==> src/rtg_params.svh <==
/*
 * Widths, burst sizing and the APB register map of the RTG display path.
 * Include this file wherever one of the macros is needed.
 */
`ifndef RTG_PARAMS_SVH
`define RTG_PARAMS_SVH

// Memory side
`define RTG_ADDR_W      25      // Word address into frame-buffer memory
`define RTG_BURST       4       // Words per memory request
`define RTG_FIFO_DEPTH  16      // Stream FIFO depth in words

// Register field widths
`define RTG_PW_W        4       // Clocks per fetch minus one
`define RTG_VB_W        7       // Extra vblank lines
`define RTG_APB_AW      12      // APB byte address width

// Register map, byte addresses
`define RTG_REG_CTRL    12'h000 // ena, clut mode, ext
`define RTG_REG_PIXW    12'h004 // Pixel width
`define RTG_REG_VBEND   12'h008 // Vblank end line count
`define RTG_REG_BASE    12'h00C // Frame base, bits 24..4
`define RTG_CLUT_BASE   12'h400 // 256 entries, one per word

`endif

==> src/rtg_pkg.sv <==
/*
 * Shared data types of the RTG display path.
 * Modules refer to them by scoped names.
 */
`include "rtg_params.svh"

package rtg_pkg;

	////////////////////////////////////////
	// Memory side
	////////////////////////////////////////

	typedef logic [15:0] word_t;                // One frame-buffer word
	typedef logic [`RTG_ADDR_W-1:0] addr_t;     // Word address

	////////////////////////////////////////
	// Colour side
	////////////////////////////////////////

	typedef logic [7:0] chan_t;                 // One colour channel

	// Packed as r in the top byte, b in the low byte
	typedef struct packed {
		chan_t r;                               // Red
		chan_t g;                               // Green
		chan_t b;                               // Blue
	} rgb_t;

	typedef logic [7:0] clut_idx_t;             // 8-bit palette index

endpackage

==> src/rtg_cfg_if.sv <==
/*
 * Register values and CLUT writes from the APB block to the datapath.
 * The register block takes the regs side, every datapath block the dp side.
 */
`timescale 1ns/100ps
`include "rtg_params.svh"

interface rtg_cfg_if;
	logic ena;                          // RTG screen on
	logic clut_mode;                    // 8-bit CLUT instead of RGB555
	logic ext;                          // Extend active area by one clock
	logic [`RTG_PW_W-1:0] pixel_width;  // Clocks per fetch minus one
	logic [`RTG_VB_W-1:0] vb_end;       // Lines of extra vblank
	rtg_pkg::addr_t base_addr;          // Frame start, low bits zero

	logic clut_we;                      // One-cycle palette write
	rtg_pkg::clut_idx_t clut_idx;
	rtg_pkg::rgb_t clut_rgb;

	modport regs (output ena, clut_mode, ext, pixel_width, vb_end, base_addr,
		clut_we, clut_idx, clut_rgb);
	modport dp (input ena, clut_mode, ext, pixel_width, vb_end, base_addr,
		clut_we, clut_idx, clut_rgb);
endinterface

==> src/rtg_pixel_timing.sv <==
/*
 * Pixel pacing for the RTG screen. Extends vblank by vb_end hsync lines,
 * runs the fetch counter outside blank and derives the fetch strobe,
 * the CLUT second-half strobe and a one-cycle delayed active flag.
 */
`timescale 1ns/100ps
`include "rtg_params.svh"

module rtg_pixel_timing (
	input  logic CLK_114,
	input  logic reset,
	input  logic hblank,
	input  logic vblank,
	input  logic hsync,
	rtg_cfg_if.dp cfg,
	output logic fetch,
	output logic half,
	output logic active
);
	logic [`RTG_PW_W-1:0] ctr;      // Clocks into current fetch period
	logic [`RTG_VB_W-1:0] vb_cnt;   // Lines since vblank fell
	logic rtg_vblank, blank, blank_d;
	logic hs_d;
	logic primed;                   // A word is held for the low half
	logic at_end, at_mid;

	////////////////////////////////////////
	// Extended vertical blank
	////////////////////////////////////////

	always_ff @(posedge CLK_114) begin
		if (reset) begin
			rtg_vblank <= 1'b1;
			vb_cnt <= '0;
			hs_d <= 1'b0;
		end else begin
			hs_d <= hsync;
			if (vblank) begin
				rtg_vblank <= 1'b1;
				vb_cnt <= '0;
			end else if (vb_cnt == cfg.vb_end) begin
				rtg_vblank <= 1'b0;
			end else if (hsync && !hs_d) begin
				vb_cnt <= vb_cnt + 1'b1;        // Rising edge of hsync
			end
		end
	end

	assign blank = rtg_vblank | hblank;

	////////////////////////////////////////
	// Fetch counter
	////////////////////////////////////////

	assign at_end = ctr == cfg.pixel_width;
	assign at_mid = ctr == (cfg.pixel_width >> 1);

	// ext lets one more fetch through on the first blank clock
	assign fetch = cfg.ena & (~blank | (~blank_d & cfg.ext)) & at_end;

	// Low byte of the word fetched last; needs pixel_width of 1 or more
	assign half = cfg.ena & cfg.clut_mode & primed & ~blank & at_mid & ~at_end;

	always_ff @(posedge CLK_114) begin
		if (reset) begin
			ctr <= '0;
			blank_d <= 1'b1;
			active <= 1'b0;
			primed <= 1'b0;
		end else begin
			blank_d <= blank;
			active <= ~blank | (~blank_d & cfg.ext); // Lines up with fetch stage
			if (blank || fetch)
				ctr <= '0;
			else
				ctr <= ctr + 1'b1;
			if (rtg_vblank)
				primed <= 1'b0;                 // New frame, nothing held
			else if (fetch)
				primed <= 1'b1;
		end
	end
endmodule

==> src/flat_wrapper.sv <==
// flat-port wrapper written by rule: the top's interface ports become plain ports
module rtg_pixel_timing_flat 
  (CLK_114, reset, hblank, vblank, hsync, fetch, half, active, cfg_ena, cfg_clut_mode, cfg_ext, cfg_pixel_width, cfg_vb_end, cfg_base_addr, cfg_clut_we, cfg_clut_idx, cfg_clut_rgb);
  rtg_cfg_if cfg_i ();
  input  logic CLK_114;
  input  logic reset;
  input  logic hblank;
  input  logic vblank;
  input  logic hsync;
  output logic fetch;
  output logic half;
  output logic active;
  input wire logic [$bits(cfg_i.ena)-1:0] cfg_ena;
  input wire logic [$bits(cfg_i.clut_mode)-1:0] cfg_clut_mode;
  input wire logic [$bits(cfg_i.ext)-1:0] cfg_ext;
  input wire logic [$bits(cfg_i.pixel_width)-1:0] cfg_pixel_width;
  input wire logic [$bits(cfg_i.vb_end)-1:0] cfg_vb_end;
  input wire logic [$bits(cfg_i.base_addr)-1:0] cfg_base_addr;
  input wire logic [$bits(cfg_i.clut_we)-1:0] cfg_clut_we;
  input wire logic [$bits(cfg_i.clut_idx)-1:0] cfg_clut_idx;
  input wire logic [$bits(cfg_i.clut_rgb)-1:0] cfg_clut_rgb;
  assign cfg_i.ena = cfg_ena;
  assign cfg_i.clut_mode = cfg_clut_mode;
  assign cfg_i.ext = cfg_ext;
  assign cfg_i.pixel_width = cfg_pixel_width;
  assign cfg_i.vb_end = cfg_vb_end;
  assign cfg_i.base_addr = cfg_base_addr;
  assign cfg_i.clut_we = cfg_clut_we;
  assign cfg_i.clut_idx = cfg_clut_idx;
  assign cfg_i.clut_rgb = cfg_clut_rgb;
  rtg_pixel_timing u_core (.CLK_114(CLK_114), .reset(reset), .hblank(hblank), .vblank(vblank), .hsync(hsync), .cfg(cfg_i), .fetch(fetch), .half(half), .active(active));
endmodule
==> config.mk <==
export PLATFORM = sky130hd
export DESIGN_NAME = rtg_pixel_timing_flat
export DESIGN_NICKNAME = d
export VERILOG_FILES = /design/src/rtg_pkg.sv /design/src/rtg_cfg_if.sv /design/src/rtg_pixel_timing.sv /design/src/flat_wrapper.sv
export VERILOG_INCLUDE_DIRS = /design/src /design/src/src
export SDC_FILE = /design/constraint.sdc
export NUM_CORES = 1
export LEC_CHECK = 0
export ABC_AREA = 1
export ABC_CLOCK_PERIOD_IN_PS = 1100
export BUFFER_PORTS_ARGS = -buffer_cell sky130_fd_sc_hd__buf_4
export CAP_MARGIN = 20
export CORE_MARGIN = 5
export CORE_UTILIZATION = 34
export DETAILED_ROUTE_END_ITERATION = 8
export PLACE_DENSITY = 0.84
export SLEW_MARGIN = 20
export SYNTH_ARGS = -nofsm -noshare
export SYNTH_HDL_FRONTEND = slang
export SYNTH_SLANG_ARGS = --single-unit
==> constraint.sdc <==
create_clock -name CLK_114 -period 1.1 [get_ports CLK_114]
set_input_delay 0.165 -clock CLK_114 [delete_from_list [all_inputs] [get_ports CLK_114]]
set_output_delay 0.165 -clock CLK_114 [all_outputs]
set_load 0.1 [all_outputs]
# --- After elaboration in Yosys (flattened, before gate mapping) ---
# Cells that the tools add are included.
# Widths: inputs -> output; s select.
totals:
  output_inout_bits: 3
  ff_bits: 16
  word_cells: 33
  in_bits: 77
classes:
  add_sub_neg: 2
  reduce_logical: 7
  eq_ne: 3
  bitwise: 14
op_table:
  columns: ["op", "n"]
  rows:
  - ["$and 1x1->1", 8]
  - ["$add 7x1->7 const B", 1]
  - ["$eq 7x7->1", 1]
  - ["$reduce_or 2->1", 3]
  - ["$add 4x1->4 const B", 1]
  - ["$eq 4x3->1", 1]
  - ["$eq 4x4->1", 1]
  - ["$not 1->1", 4]
  - ["$or 1x1->1", 2]
  - ["$reduce_and 2->1", 1]
  - ["$logic_and 1x1->1", 1]
  - ["$logic_not 1->1", 1]
  - ["$logic_or 1x1->1", 1]

# --- Longest topological paths before layout ---
depth:
  word_depth: 7
  mapped_depth: 10
  ltp_nobuf: 10

# --- Worst setup path after synthesis ---
# Ideal clock, no wire load.
synth_path:
  kind: "reg2out"
  from: "register u_core.rtg_vblank"
  to: "output half"
  arrival_time_ns: 2.272
  required_ns: 0.935
  slack_ns: -1.337
  path_stages_with_launch: 5
  path_buffers: 0
  path_cell_list: "dfxtp_1 > or2_2 > a21oi_1 > nand4_1 > a21oi_1"
synth_between:
  elab_chain_cells: 5
synth_rtl:
  columns: ["element", "line", "source"]
  rows:
  - ["start, declared", "rtg_pixel_timing.sv:22", "logic rtg_vblank, blank, blank_d;"]
  - ["start signal, assigned", "rtg_pixel_timing.sv:33", "rtg_vblank <= 1'b1;"]
  - ["start signal, assigned", "rtg_pixel_timing.sv:39", "rtg_vblank <= 1'b1;"]
  - ["start signal, assigned", "rtg_pixel_timing.sv:42", "rtg_vblank <= 1'b0;"]
  - ["$or 1x1->1", "rtg_pixel_timing.sv:49", "assign blank = rtg_vblank | hblank;"]
  - ["$not 1->1", "rtg_pixel_timing.sv:62", "assign half = cfg.ena & cfg.clut_mode & primed & ~blank & at_mid & ~at_end;"]
  - ["$and 1x1->1 (3 in series)", "rtg_pixel_timing.sv:62", null]
  - ["end, declared", "flat_wrapper.sv:11", "output logic half;"]
# Every way passes these cells.

# --- Worst setup path after layout ---
# Ends and elaborated chain as after synthesis.

==> impl_results.md <==
* Status: finished, violations left
* Violated checks: negative setup slack
* Relative slew slack at 0.8165
* Vias in the first global route at 1016
* # rows at 19
* Synth Area in Adders at 0.02656
* Power Total at 1.199 mW
* CTS clk-pin slew, worst paths at 0.10 ns
* Die area at 3924 um2
* Slack of the critical path at -0.5083 ns
* Largest family of logic cells by synthesized area: simple AND/OR/NAND/NOR gates
* Iteration-0 DRC Markers at 36
* # IOs at 80
* Core footprint at 2710 um2
* Slowest CP cell: dfxtp_1
* Pwr/cell area at 713.8 nW/um2
* Initial antenna violation count at 0
* Syn Area/Cell at 6.281 um2
* CP Class: reg -> out
* MaxCap Viol Count at 0
* Worst EP required at 0.94 ns
* Mux share of post-synthesis cell area at 0
* Tmin final at 1.608 ns
* Routed wire length at 2692 um
* DRT Pass-1 Iters at 4
* GRT met3 Usage at 0.02878
* GR Layer Usage met2 at 0.2267
* # nets final at 283
* CTS tree: built
* Most frequent cells in the layout: 43 x buf_4, 22 x inv_1, 22 x nand2_1, 19 x nor2_1, 12 x nand2_2
* Number of setup violations in the final report at 15
* First-pass GRT wire length at 4112 um
* Routability Congestion at 0.7960
* Place WS at -0.2534 ns
* Filler cells at 244
* DRC viols at 0
* Starting Density at 0.3476
* Upper clock frequency limit at 0.6218 GHz
* Startpoint class of the critical path: register
* Worst-Margin Slew at 0.2776 ns
* Die Y at 62.64 um
* WL per Instance at 11.50 um
* Post-Syn Area at 942.2 um2
* DR vias at 1096
* Clock Skews at 0.006024 ns
* Post-synth cell types at 19
* Via-to-Cell Ratio at 4.684
* Area grow syn2layout at 78.35%
* Setup crit end kind: primary output
* Crit share post-route at 1.462
* Worst skew pair latency at 0.28 ns
* DP HPWL at 1643 um
* Mapped Nets at 229
* CP Data Arrival Time at 1.44 ns
* Die width at 62.64 um
* Top delay family on crit path: simple AND/OR/NAND/NOR gates
* Post-route setup TNS at -2.098 ns
* # diodes at 0
* Mapped Cells at 150
* Antenna viol nets, final at 0
* Final core utilization at 0.6200
* Hold violation count in the final report at 0
* Crit path buffers/inverters at 1
* Unrepaired setup endpoints after global routing: true
* Pins Over Slew Limit at 0
* Register area at 344.1 um2
* Num CTS Buffers at 3
* Peak per-stage delay on the critical path at 0.32 ns
* Port bufs at 21
* Pin count of the biggest net entering global routing at 10
* Area of the multi-input gates at 759.5 um2
* Sequential area share after synthesis at 0.3400
* H-tree level count at 1
* Crit path cell chain: or2_4 > a21oi_2 > nand4_1 > a21oi_4 > buf_12
* CP Max Fanout at 3
* Layout cell share with drive strength beyond 1 at 0.5764
* Worst ir drop on vdd at 0.0006247 V
* Clock sink count at 16
* Simple-Gate Fraction of Synth Area at 0.3918
* GRT met1 Usage at 0.1376
* Clock Tree Buf Depth at 2
* CTS root buffer: clkbuf_4
* Pleak at 0.7741 nW
* Compound-Gate Fraction of Synth Area at 0.06507
* Yosys warnings at 0
* Total GRT Usage at 0.1244
* Synth Area in XOR/XNOR at 0.06507
* Yosys reg bits at 16
* Commonest non-fill, non-tap cell in the layout: buf_4
* Min-delay worst type: in -> reg
* Grt peak-use layer: met2
* Grt ovf at 0
[synth_stat cells]
master,count,share of area
nand2_1,33,0.13
inv_1,26,0.10
nor2_1,26,0.10
dfxtp_1,16,0.34
nand3_1,13,0.069
a21oi_1,8,0.042
xor2_1,5,0.046
nor2_2,4,0.027
nor3_1,3,0.016
ha_1,2,0.027
inv_2,2,0.0080
nand2_2,2,0.013
nand4_1,2,0.013
o21ai_0,2,0.011
xnor2_1,2,0.019
nand2_4,1,0.012
o21ai_1,1,0.0053
o22ai_1,1,0.0066
or2_2,1,0.0066
[timing repair]
action / 4_1_cts / 5_1_grt
setup endpoints to repair: 14 / 15
hold buffers: 0 / 0
gates resized for setup: 33 / 36
buffers inserted: 4 / 6
gates cloned: 1 / 0
pin swaps: 13 / 30
[layout make-up]
class / count / share of cell area
clock buffers: 4 / 0.02159
inverters: 28 / 0.06255
multi-input cells: 107 / 0.4520
flip-flops and latches: 16 / 0.2048
well taps: 31 / 0.02308
repair buffers: 48 / 0.2360
[cells by family after synthesis]
family	after synthesis
AOI/OAI and AO/OA	12
xor gates and xnor gates	7
adders and majority gates	2
buffers and inverters	28
DFF	16
and+or+nand+nor	85
[state kept, by name, indices dropped and copies added (netlist names)]
register / count
u_core.ctr: 4
u_core.rtg_vblank: 1
u_core.primed: 1
u_core.active: 1
u_core.vb_cnt: 7
u_core.hs_d: 1
u_core.blank_d: 1
[worst paths after layout]
kind | start | endpoint | slack (ns) | cells past startpoint
max | u_core.rtg_vblank$_SDFFE_PP1N_ | half | -0.51 | 5
min reg2reg | u_core.primed$_SDFFE_PP0P_ | u_core.primed$_SDFFE_PP0P_ | 0.49 | 2
max reg2reg | u_core.vb_cnt[0]$_SDFFE_PP0P_ | u_core.vb_cnt[6]$_SDFFE_PP0P_ | -0.12 | 6
min | reset | u_core.active$_SDFF_PP0_ | 0.05 | 2
[stage by stage]
step | hold slack, ns | area (um2) | instances
6_report | 0.04657 | 1680 | 234
5_1_grt | 0.03686 | 1680 | 234
4_1_cts | 0.04077 | 1511 | 230
3_5_place_dp | 0.3528 | 1326 | 221
3_3_place_gp | 0.3533 | 1326 | 221
2_1_floorplan | 0.2374 | 987.2 | 150
[per-layer routing]
layer | part of all wire | wire [um]
met5 | 0 | 0
met4 | 0.0030 | 8
met3 | 0.049 | 132
met2 | 0.56 | 1497
met1 | 0.39 | 1055
[worst reg2reg max path: stages (launching register included)]
cell	delay (ns)
dfxtp_4	0.39
xnor2_4	0.17
nand2_2	0.09
nor2_4	0.18
nand2_4	0.10
a21oi_2	0.14
nor2_1	0.05
[power breakdown]
group	switching [mW]	total [mW]	leakage, nW	internal, mW
clock	0.183	0.385	0.0210	0.201
sequential	0.00969	0.586	0.136	0.577
combinational	0.115	0.229	0.617	0.113
Note: power is estimated with default switching activity, not from simulation.
