**src/rtg_params.svh**
```systemverilog
/*
 * Widths, burst sizing and the APB register map of the RTG display path.
 * Include this file wherever one of the macros is needed.
 */
`ifndef RTG_PARAMS_SVH
`define RTG_PARAMS_SVH

// Memory side
`define RTG_ADDR_W      25      // Word address into frame-buffer memory
`define RTG_BURST       4       // Words per memory request
`define RTG_FIFO_DEPTH  16      // Stream FIFO depth in words

// Register field widths
`define RTG_PW_W        4       // Clocks per fetch minus one
`define RTG_VB_W        7       // Extra vblank lines
`define RTG_APB_AW      12      // APB byte address width

// Register map, byte addresses
`define RTG_REG_CTRL    12'h000 // ena, clut mode, ext
`define RTG_REG_PIXW    12'h004 // Pixel width
`define RTG_REG_VBEND   12'h008 // Vblank end line count
`define RTG_REG_BASE    12'h00C // Frame base, bits 24..4
`define RTG_CLUT_BASE   12'h400 // 256 entries, one per word

`endif

```
**src/rtg_pkg.sv**
```systemverilog
/*
 * Shared data types of the RTG display path.
 * Modules refer to them by scoped names.
 */
`include "rtg_params.svh"

package rtg_pkg;

	////////////////////////////////////////
	// Memory side
	////////////////////////////////////////

	typedef logic [15:0] word_t;                // One frame-buffer word
	typedef logic [`RTG_ADDR_W-1:0] addr_t;     // Word address

	////////////////////////////////////////
	// Colour side
	////////////////////////////////////////

	typedef logic [7:0] chan_t;                 // One colour channel

	// Packed as r in the top byte, b in the low byte
	typedef struct packed {
		chan_t r;                               // Red
		chan_t g;                               // Green
		chan_t b;                               // Blue
	} rgb_t;

	typedef logic [7:0] clut_idx_t;             // 8-bit palette index

endpackage

```
**src/rtg_cfg_if.sv**
```systemverilog
/*
 * Register values and CLUT writes from the APB block to the datapath.
 * The register block takes the regs side, every datapath block the dp side.
 */
`timescale 1ns/100ps
`include "rtg_params.svh"

interface rtg_cfg_if;
	logic ena;                          // RTG screen on
	logic clut_mode;                    // 8-bit CLUT instead of RGB555
	logic ext;                          // Extend active area by one clock
	logic [`RTG_PW_W-1:0] pixel_width;  // Clocks per fetch minus one
	logic [`RTG_VB_W-1:0] vb_end;       // Lines of extra vblank
	rtg_pkg::addr_t base_addr;          // Frame start, low bits zero

	logic clut_we;                      // One-cycle palette write
	rtg_pkg::clut_idx_t clut_idx;
	rtg_pkg::rgb_t clut_rgb;

	modport regs (output ena, clut_mode, ext, pixel_width, vb_end, base_addr,
		clut_we, clut_idx, clut_rgb);
	modport dp (input ena, clut_mode, ext, pixel_width, vb_end, base_addr,
		clut_we, clut_idx, clut_rgb);
endinterface

```
**src/rtg_apb_regs.sv**
```systemverilog
/*
 * APB3 slave holding the RTG control registers, zero wait states.
 * Writes into the CLUT window leave as a one-cycle palette write on cfg.
 * Unmapped addresses answer with pslverr in the access phase.
 */
`timescale 1ns/100ps
`include "rtg_params.svh"

module rtg_apb_regs (
	input  logic CLK_114,
	input  logic reset,
	input  logic psel,
	input  logic penable,
	input  logic pwrite,
	input  logic [`RTG_APB_AW-1:0] paddr,
	input  logic [31:0] pwdata,
	output logic [31:0] prdata,
	output logic pready,
	output logic pslverr,
	rtg_cfg_if.regs cfg
);
	localparam int aw = `RTG_APB_AW;
	localparam logic [aw-1:0] clut_base = aw'(`RTG_CLUT_BASE);

	logic [`RTG_ADDR_W-1:4] base_hi;    // Frame base, 16-word aligned
	logic sel_ctrl, sel_pixw, sel_vbend, sel_base, sel_clut;
	logic mapped, access, wr_en;

	////////////////////////////////////////
	// Address decode
	////////////////////////////////////////

	assign sel_ctrl = paddr == `RTG_REG_CTRL;
	assign sel_pixw = paddr == `RTG_REG_PIXW;
	assign sel_vbend = paddr == `RTG_REG_VBEND;
	assign sel_base = paddr == `RTG_REG_BASE;
	assign sel_clut = paddr[aw-1:10] == clut_base[aw-1:10]; // 1 KB window, 4 bytes per entry
	assign mapped = sel_ctrl | sel_pixw | sel_vbend | sel_base | sel_clut;

	assign access = psel & penable;    // Second APB phase
	assign wr_en = access & pwrite;

	assign pready = 1'b1;              // Never stalls
	assign pslverr = access & ~mapped;

	////////////////////////////////////////
	// Register storage
	////////////////////////////////////////

	always_ff @(posedge CLK_114) begin
		if (reset) begin
			cfg.ena <= 1'b0;
			cfg.clut_mode <= 1'b0;
			cfg.ext <= 1'b0;
			cfg.pixel_width <= '0;
			cfg.vb_end <= '0;
			base_hi <= '0;
			cfg.clut_we <= 1'b0;
		end else begin
			cfg.clut_we <= wr_en & sel_clut;           // Pulse, one cycle
			if (wr_en && sel_ctrl) begin
				cfg.ena <= pwdata[0];
				cfg.clut_mode <= pwdata[1];
				cfg.ext <= pwdata[2];
			end
			if (wr_en && sel_pixw)
				cfg.pixel_width <= pwdata[`RTG_PW_W-1:0];
			if (wr_en && sel_vbend)
				cfg.vb_end <= pwdata[`RTG_VB_W-1:0];
			if (wr_en && sel_base)
				base_hi <= pwdata[`RTG_ADDR_W-1:4];        // Low nibble dropped
		end
	end

	// Palette payload travels with the pulse
	always_ff @(posedge CLK_114) begin
		if (wr_en && sel_clut) begin
			cfg.clut_idx <= paddr[9:2];                // Entry number
			cfg.clut_rgb <= pwdata[23:0];              // R in bits 23..16
		end
	end

	assign cfg.base_addr = {base_hi, 4'b0000};

	// Read mux, CLUT is write only
	always_comb begin
		prdata = '0;
		if (sel_ctrl)
			prdata = {29'b0, cfg.ext, cfg.clut_mode, cfg.ena};
		else if (sel_pixw)
			prdata = 32'(cfg.pixel_width);
		else if (sel_vbend)
			prdata = 32'(cfg.vb_end);
		else if (sel_base)
			prdata = 32'(cfg.base_addr);
	end
endmodule

```
**src/flat_wrapper.sv**
```systemverilog
// flat-port wrapper written by rule: the top's interface ports become plain ports
module rtg_apb_regs_flat 
  (CLK_114, reset, psel, penable, pwrite, paddr, pwdata, prdata, pready, pslverr, cfg_ena, cfg_clut_mode, cfg_ext, cfg_pixel_width, cfg_vb_end, cfg_base_addr, cfg_clut_we, cfg_clut_idx, cfg_clut_rgb);
  rtg_cfg_if cfg_i ();
  input  logic CLK_114;
  input  logic reset;
  input  logic psel;
  input  logic penable;
  input  logic pwrite;
  input  logic [`RTG_APB_AW-1:0] paddr;
  input  logic [31:0] pwdata;
  output logic [31:0] prdata;
  output logic pready;
  output logic pslverr;
  output wire logic [$bits(cfg_i.ena)-1:0] cfg_ena;
  output wire logic [$bits(cfg_i.clut_mode)-1:0] cfg_clut_mode;
  output wire logic [$bits(cfg_i.ext)-1:0] cfg_ext;
  output wire logic [$bits(cfg_i.pixel_width)-1:0] cfg_pixel_width;
  output wire logic [$bits(cfg_i.vb_end)-1:0] cfg_vb_end;
  output wire logic [$bits(cfg_i.base_addr)-1:0] cfg_base_addr;
  output wire logic [$bits(cfg_i.clut_we)-1:0] cfg_clut_we;
  output wire logic [$bits(cfg_i.clut_idx)-1:0] cfg_clut_idx;
  output wire logic [$bits(cfg_i.clut_rgb)-1:0] cfg_clut_rgb;
  assign cfg_ena = cfg_i.ena;
  assign cfg_clut_mode = cfg_i.clut_mode;
  assign cfg_ext = cfg_i.ext;
  assign cfg_pixel_width = cfg_i.pixel_width;
  assign cfg_vb_end = cfg_i.vb_end;
  assign cfg_base_addr = cfg_i.base_addr;
  assign cfg_clut_we = cfg_i.clut_we;
  assign cfg_clut_idx = cfg_i.clut_idx;
  assign cfg_clut_rgb = cfg_i.clut_rgb;
  rtg_apb_regs u_core (.CLK_114(CLK_114), .reset(reset), .psel(psel), .penable(penable), .pwrite(pwrite), .paddr(paddr), .pwdata(pwdata), .prdata(prdata), .pready(pready), .pslverr(pslverr), .cfg(cfg_i));
endmodule
```
**config.mk**
```make
export PLATFORM = sky130hd
export DESIGN_NAME = rtg_apb_regs_flat
export DESIGN_NICKNAME = d
export VERILOG_FILES = /design/src/rtg_pkg.sv /design/src/rtg_cfg_if.sv /design/src/rtg_apb_regs.sv /design/src/flat_wrapper.sv
export VERILOG_INCLUDE_DIRS = /design/src /design/src/src
export SDC_FILE = /design/constraint.sdc
export NUM_CORES = 1
export LEC_CHECK = 0
export BUFFER_PORTS_ARGS = -buffer_cell sky130_fd_sc_hd__buf_2
export CORE_AREA = 2 2 82 84
export DETAILED_ROUTE_END_ITERATION = 12
export DIE_AREA = 0 0 84 86
export HOLD_SLACK_MARGIN = 0.02
export PLACE_DENSITY_LB_ADDON = 0.3
export SLEW_MARGIN = 20
export SYNTH_ARGS = -nofsm -noshare
export SYNTH_HDL_FRONTEND = slang
export SYNTH_SLANG_ARGS = --single-unit
```
**constraint.sdc**
```tcl
create_clock -name CLK_114 -period 6.8 [get_ports CLK_114]
set_clock_uncertainty 0.15 [all_clocks]
set_input_delay 0.34 -clock CLK_114 [delete_from_list [all_inputs] [get_ports CLK_114]]
set_output_delay 0.34 -clock CLK_114 [all_outputs]
set_load 0.02 [all_outputs]
```
# [Word-level counts from Yosys, hierarchy flattened]
# Cells that the tools add are included.
[word_totals] register_bits=68 inputBits=49 output_inout_bits=106 elab_cells=34
[classes] eq_ne=4 mux=4 bitwise_logic=9 n_reduce_logical=6
[ops] op="32-bit two-way mux" n=3
[ops] op="25-bit two-way mux" n=1
[ops] op="12-bit by 4-bit == test with 1-bit output, second input constant" n=2
[ops] op="12-bit by 3-bit == test with 1-bit output, second input constant" n=1
[ops] op="12-bit zero test" n=1
[ops] op="1-bit logical AND" n=5
[ops] op="1-bit AND" n=4
[ops] op="1-bit bitwise OR" n=4
[ops] op="2-bit by 1-bit == test with 1-bit output, second input constant" n=1
[ops] op="1-bit NOT" n=1

# [Depth between registers and ports, before layout]
[logic_depth] word_depth=7 mapped_depth=5 ltp_nobuf=3

# [Worst setup path before layout]
# No wires, ideal clock.
[synth_timing] path_type="in2reg" from="input paddr[11]" to="register u_core.cfg.clut_idx[0] in the netlist's numbering, enable pin" setup_time_ps=421 arrival_time_ps=1871 t_required_ps=6229 setup_slack_ps=4358 stages=2 n_path_buf=0 path_cell_list="nand2b_1 nor2_1"
[synth_via] elab_chain_len=2
[synth_lines] item="from (decl)" line="flat_wrapper.sv:10" rtl="input logic [`RTG_APB_AW-1:0] paddr;"
[synth_lines] item="2-bit by 1-bit == test with 1-bit output" line="rtg_apb_regs.sv:37" rtl="assign sel_clut = paddr[aw-1:10] == clut_base[aw-1:10];"
[synth_lines] item="1-bit logical AND" line="rtg_apb_regs.sv:77" rtl="if (wr_en && sel_clut) begin"
[synth_lines] item="to (signal assigned)" line="rtg_apb_regs.sv:78" rtl="cfg.clut_idx <= paddr[9:2];"
[synth_lines] item="to (decl)" line="rtg_cfg_if.sv:21" rtl="clut_we, clut_idx, clut_rgb);"
# No other way between the ends.
# A chain may end at the register's enable or synchronous reset.

# [Final worst setup path]
[layout_timing] from="input paddr[5]" to="output pslverr"
[layout_via] elab_chain_len=7 elab_cells_between_ends=10 classes_between="3 x eq/ne; 6 x bitwise; 1 x reduce/logical"
[layout_lines] item="12-bit by 3-bit == test with 1-bit output (no source line) or 12-bit zero test (tied branches)"
[layout_lines] item="1-bit bitwise OR (2 in a row)" line="rtg_apb_regs.sv:38" rtl="assign mapped = sel_ctrl | sel_pixw | sel_vbend | sel_base | sel_clut;"
[layout_lines] item="1-bit bitwise OR * (2 in a row)" line="rtg_apb_regs.sv:38"
[layout_lines] item="1-bit NOT *" line="rtg_apb_regs.sv:44" rtl="assign pslverr = access & ~mapped;"
[layout_lines] item="1-bit AND *" line="rtg_apb_regs.sv:44"
[layout_lines] item="to (decl)" line="flat_wrapper.sv:14" rtl="output logic pslverr;"
# Mark *: on every way between the ends. The rest lies on a longest branch, timed or not.

==> load_flow_metrics.sql <==
INSERT INTO impl_metrics (metric_group, metric, value, unit) VALUES
('status', 'status', 'complete, no violations', ''),
('timing', 'fmax', '410', 'MHz'),
('setup_path', 'critical-path-max-stage-delay', '0.71', 'ns'),
('place', 'placedCellCount', '447', ''),
('floorplan', 'dieWidth', '84', 'um'),
('setup_path', 'regToRegSetupSlack', '5.84', 'ns'),
('floorplan', 'die_height', '86', 'um'),
('finish', 'fill_cells', '528', ''),
('clock_network', 'clk_pin_slew', '0.08', 'ns'),
('floorplan', 'start_util', '48.4', '%'),
('global_routing', 'grt_util_all_layers', '18.0', '%'),
('setup_path', 'crit_slowest_cell', 'nor4_1', ''),
('clock_network', 'clockBufferDepth', '2', ''),
('timing', 'timing_worst_slew_pin_value', '1.00', 'ns'),
('place', 'place.gp.congestion', '0.759', ''),
('timing', 'timing.hold.ws', '0.0332', 'ns'),
('synth', 'synth.avg_cell_area', '12.3', 'um^2'),
('synth', 'syn-instance-count', '247', ''),
('setup_path', 'ff2ff_path_depth', '2', ''),
('drt', 'avgRoutedWirePerCell', '14.1', 'um'),
('drt', 'routed-via-count', '2238', ''),
('clock_network', 'cts_root_buf', 'clkbuf_8', ''),
('finish', 'drive_above_1_share', '40.8', '%'),
('drt', 'drtIter0Drc', '80', ''),
('setup_path', 'timing.rr.end', 'u_core.base_hi[17]', ''),
('floorplan', 'row_count', '29', ''),
('setup_path', 'worstSetupEndpointType', 'primary output', ''),
('setup_path', 'criticalPathCategory', 'primary input to primary output', ''),
('timing', 'slew_headroom', '33.0', '%'),
('finish', 'fin_util', '62.7', '%'),
('power', 'p_leak', '0.00182', 'uW'),
('flow_run', 'max_cap_viol_count', '0', ''),
('global_routing', 'globalRouteOverflowTotal', '0', ''),
('timing', 'finalHoldViolations', '0', ''),
('finish', 'flow.area_growth_from_synthesis', '29.7', '%'),
('place', 'placement.io_buffers', '135', ''),
('setup_path', 'crit_arrival', '1.95', 'ns'),
('drt', 'detail_route.vias_per_cell', '4.82', ''),
('synth', 'seq_area_frac_synth', '55.4', '%'),
('synth', 'synth_area_leader_cell', 'edfxtp_1', ''),
('clock_network', 'cts_made_buffers', '9', ''),
('clock_network', 'post_cts.resized_instances', '0', ''),
('floorplan', 'num_io_pins', '155', ''),
('power', 'cellPowerDensity', '213', 'mW/mm^2'),
('power', 'vdd_drop_max', '119', 'uV'),
('finish', 'final-seq-area', '0.00168', 'mm^2'),
('timing', 'timing_max_transition_violations_final', '0', ''),
('drt', 'routed_wl', '6.56', 'mm'),
('setup_path', 'cpMostUsedCell', 'buf_2', ''),
('clock_network', 'ctsHtreeMaxLevel', '3', ''),
('clock_network', 'worst_skew_pair.late_latency', '0.33', 'ns'),
('drt', 'antenna_violation_net_count_after_detailed_routing', '0', ''),
('global_routing', 'maximum_number_of_pins_on_one_net_before_global_route_repair', '62', ''),
('timing', 'final_min_period_over_clock_period', '35.9', '%'),
('setup_path', 'critical_path.cell_chain', 'buf_2 > nor4_1 > nand3_1 > and4_1 > buf_2', ''),
('synth', 'post-synth-top-area-fraction', '31.6', '%'),
('synth', 'ys_top_cells_by_area', 'edfxtp_1, dfxtp_1, mux2i_1', ''),
('clock_network', 'tritoncts', 'done', ''),
('timing', 'final_critical_path_time_including_i_o_delays_and_setup', '2.44', 'ns'),
('synth', 'post_synthesis_instance_area', '0.00304', 'mm^2'),
('global_routing', 'grt_antenna_before_repair', '0', ''),
('finish', 'area_of_the_multi_input_gates', '0.00125', 'mm^2'),
('timing', 'worst_slack', '4.36', 'ns'),
('setup_path', 'critical_path_required', '6.31', 'ns'),
('finish', 'layout.cells.non_filler', '464', ''),
('floorplan', 'placeableCoreArea', '0.00628', 'mm^2'),
('global_routing', 'number_of_global_route_vias_before_repair', '2070', ''),
('global_routing', 'grt_first_pass_wirelength', '10.1', 'mm'),
('synth', 'ys_types', '28', ''),
('timing', 'final.setup.tns', '0', 'ns'),
('setup_path', 'endpoint', 'pslverr', '');
## routing by layer
metal	global-route usage (%)	routed length [um]	vias up
met5	0	0	-
met4	9.24	153	0
met3	4.72	390	14
met2	30.2	3280	76
met1	21.4	2740	1046
li1	-	-	1102
## cell type report
type | count | area share (%)
Sequential cell | 68 | 42.7
Multi-Input combinational cell | 166 | 31.6
Timing Repair Buffer | 137 | 17.6
Clock buffer | 11 | 4.13
Tap cell | 77 | 2.45
Clock inverter | 5 | 1.46
## cell usage after synthesis
cell	number
buf_6	2
and3_1	1
nor4b_1	2
dfxtp_1	36
nor2b_1	1
conb_1	2
nand2_1	1
clkbuf_1	7
mux2i_1	41
edfxtp_1	32
and4_1	1
nor3_1	1
nor4_4	1
nand2b_1	41
nand4_2	1
nor4_1	3
nand3_1	2
nor2_1	8
or4_4	2
a21oi_1	1
nand3b_1	1
nor3_4	1
nand4_1	3
and2_1	18
buf_4	14
a2bb2oi_1	3
or2b_1	20
nand4bb_4	1
## timing repair
item	4_1_cts	5_1_grt
hold buffers	0	1
setup buffers	0	0
endpoints found under the hold margin	0	1
## cell families after synthesis
group	Yosys count	synth area share (%)
buffers and inverters	23	5.07
AO/OA/AOI/OAI	4	1.03
AND/OR/NAND/NOR	109	24.8
multiplexers	41	13.5
flip-flops	68	55.4
other	2	0.247
## where the power goes
part,internal [uW],switching [uW]
clock network,201,154
registers,432,0.727
logic,20.5,33.2
total,653,188
## worst min-delay path by stage
stage | slack (ns) | startpoint | cells after the start | endpoint
after floorplan | 0.29 | paddr[2] | 0 | u_core.cfg.clut_idx[0]
after CTS | 0.02 | pwdata[12] | 1 | u_core.cfg.clut_rgb[12]
final | 0.03 | pwdata[12] | 1 | u_core.cfg.clut_rgb[12]
after global placement | 0.32 | u_core.base_hi[24] | 2 | u_core.base_hi[24]
after detailed placement | 0.33 | u_core.base_hi[24] | 2 | u_core.base_hi[24]
after global routing | 0.02 | pwdata[4] | 1 | u_core.cfg.clut_rgb[4]
## stage by stage
step,area (um^2),total power (uW)
finish,3940,841
global route,3940,870
CTS,3930,846
detailed placement,3710,495
global placement,3710,494
floorplan,3070,478
## state kept, by name, indices dropped and copies added (netlist names)
signal,count
u_core.base_hi,21
u_core.cfg.clut_idx,8
u_core.cfg.clut_mode,1
u_core.cfg.clut_rgb,24
u_core.cfg.clut_we,1
u_core.cfg.ena,1
u_core.cfg.ext,1
u_core.cfg.pixel_width,4
u_core.cfg.vb_end,7
## layout by cell type, fill, tap and decap left out
| cell | Yosys | routed |
|---|---|---|
| or2b_1 | 20 | 20 |
| clkinvlp_4 | 0 | 2 |
| nand4_2 | 1 | 1 |
| nand2_1 | 1 | 1 |
| nand3b_1 | 1 | 1 |
| nor2_1 | 8 | 7 |
| nor3_1 | 1 | 1 |
| nor4_1 | 3 | 3 |
| nand4_1 | 3 | 3 |
| buf_4 | 14 | 1 |
| a2bb2oi_1 | 3 | 3 |
| and4_1 | 1 | 1 |
| nand2b_1 | 41 | 41 |
| nand3_1 | 2 | 2 |
| clkbuf_16 | 0 | 1 |
| and3_1 | 1 | 1 |
| nor3_4 | 1 | 1 |
| nor2b_1 | 1 | 1 |
| dfxtp_1 | 36 | 36 |
| edfxtp_1 | 32 | 32 |
| and2_1 | 18 | 18 |
| clkinv_4 | 0 | 1 |
| or4_4 | 2 | 2 |
| clkinv_1 | 0 | 1 |
| nor4b_1 | 2 | 2 |
| a21oi_1 | 1 | 1 |
| dlygate4sd3_1 | 0 | 1 |
| nor2_4 | 0 | 1 |
| bufinv_16 | 0 | 1 |
| nor4_4 | 1 | 1 |
| buf_2 | 0 | 135 |
| mux2i_1 | 41 | 41 |
| conb_1 | 2 | 12 |
| nand4bb_4 | 1 | 1 |
| clkbuf_8 | 0 | 10 |
## worst max-delay path: cells and delay by family
| family | cells | cell delay, ns |
|---|---|---|
| and+or+nand+nor | 3 | 1.33 |
| buffers and inverters | 2 | 0.27 |
No activity file was read; power rests on OpenSTA's default activity.
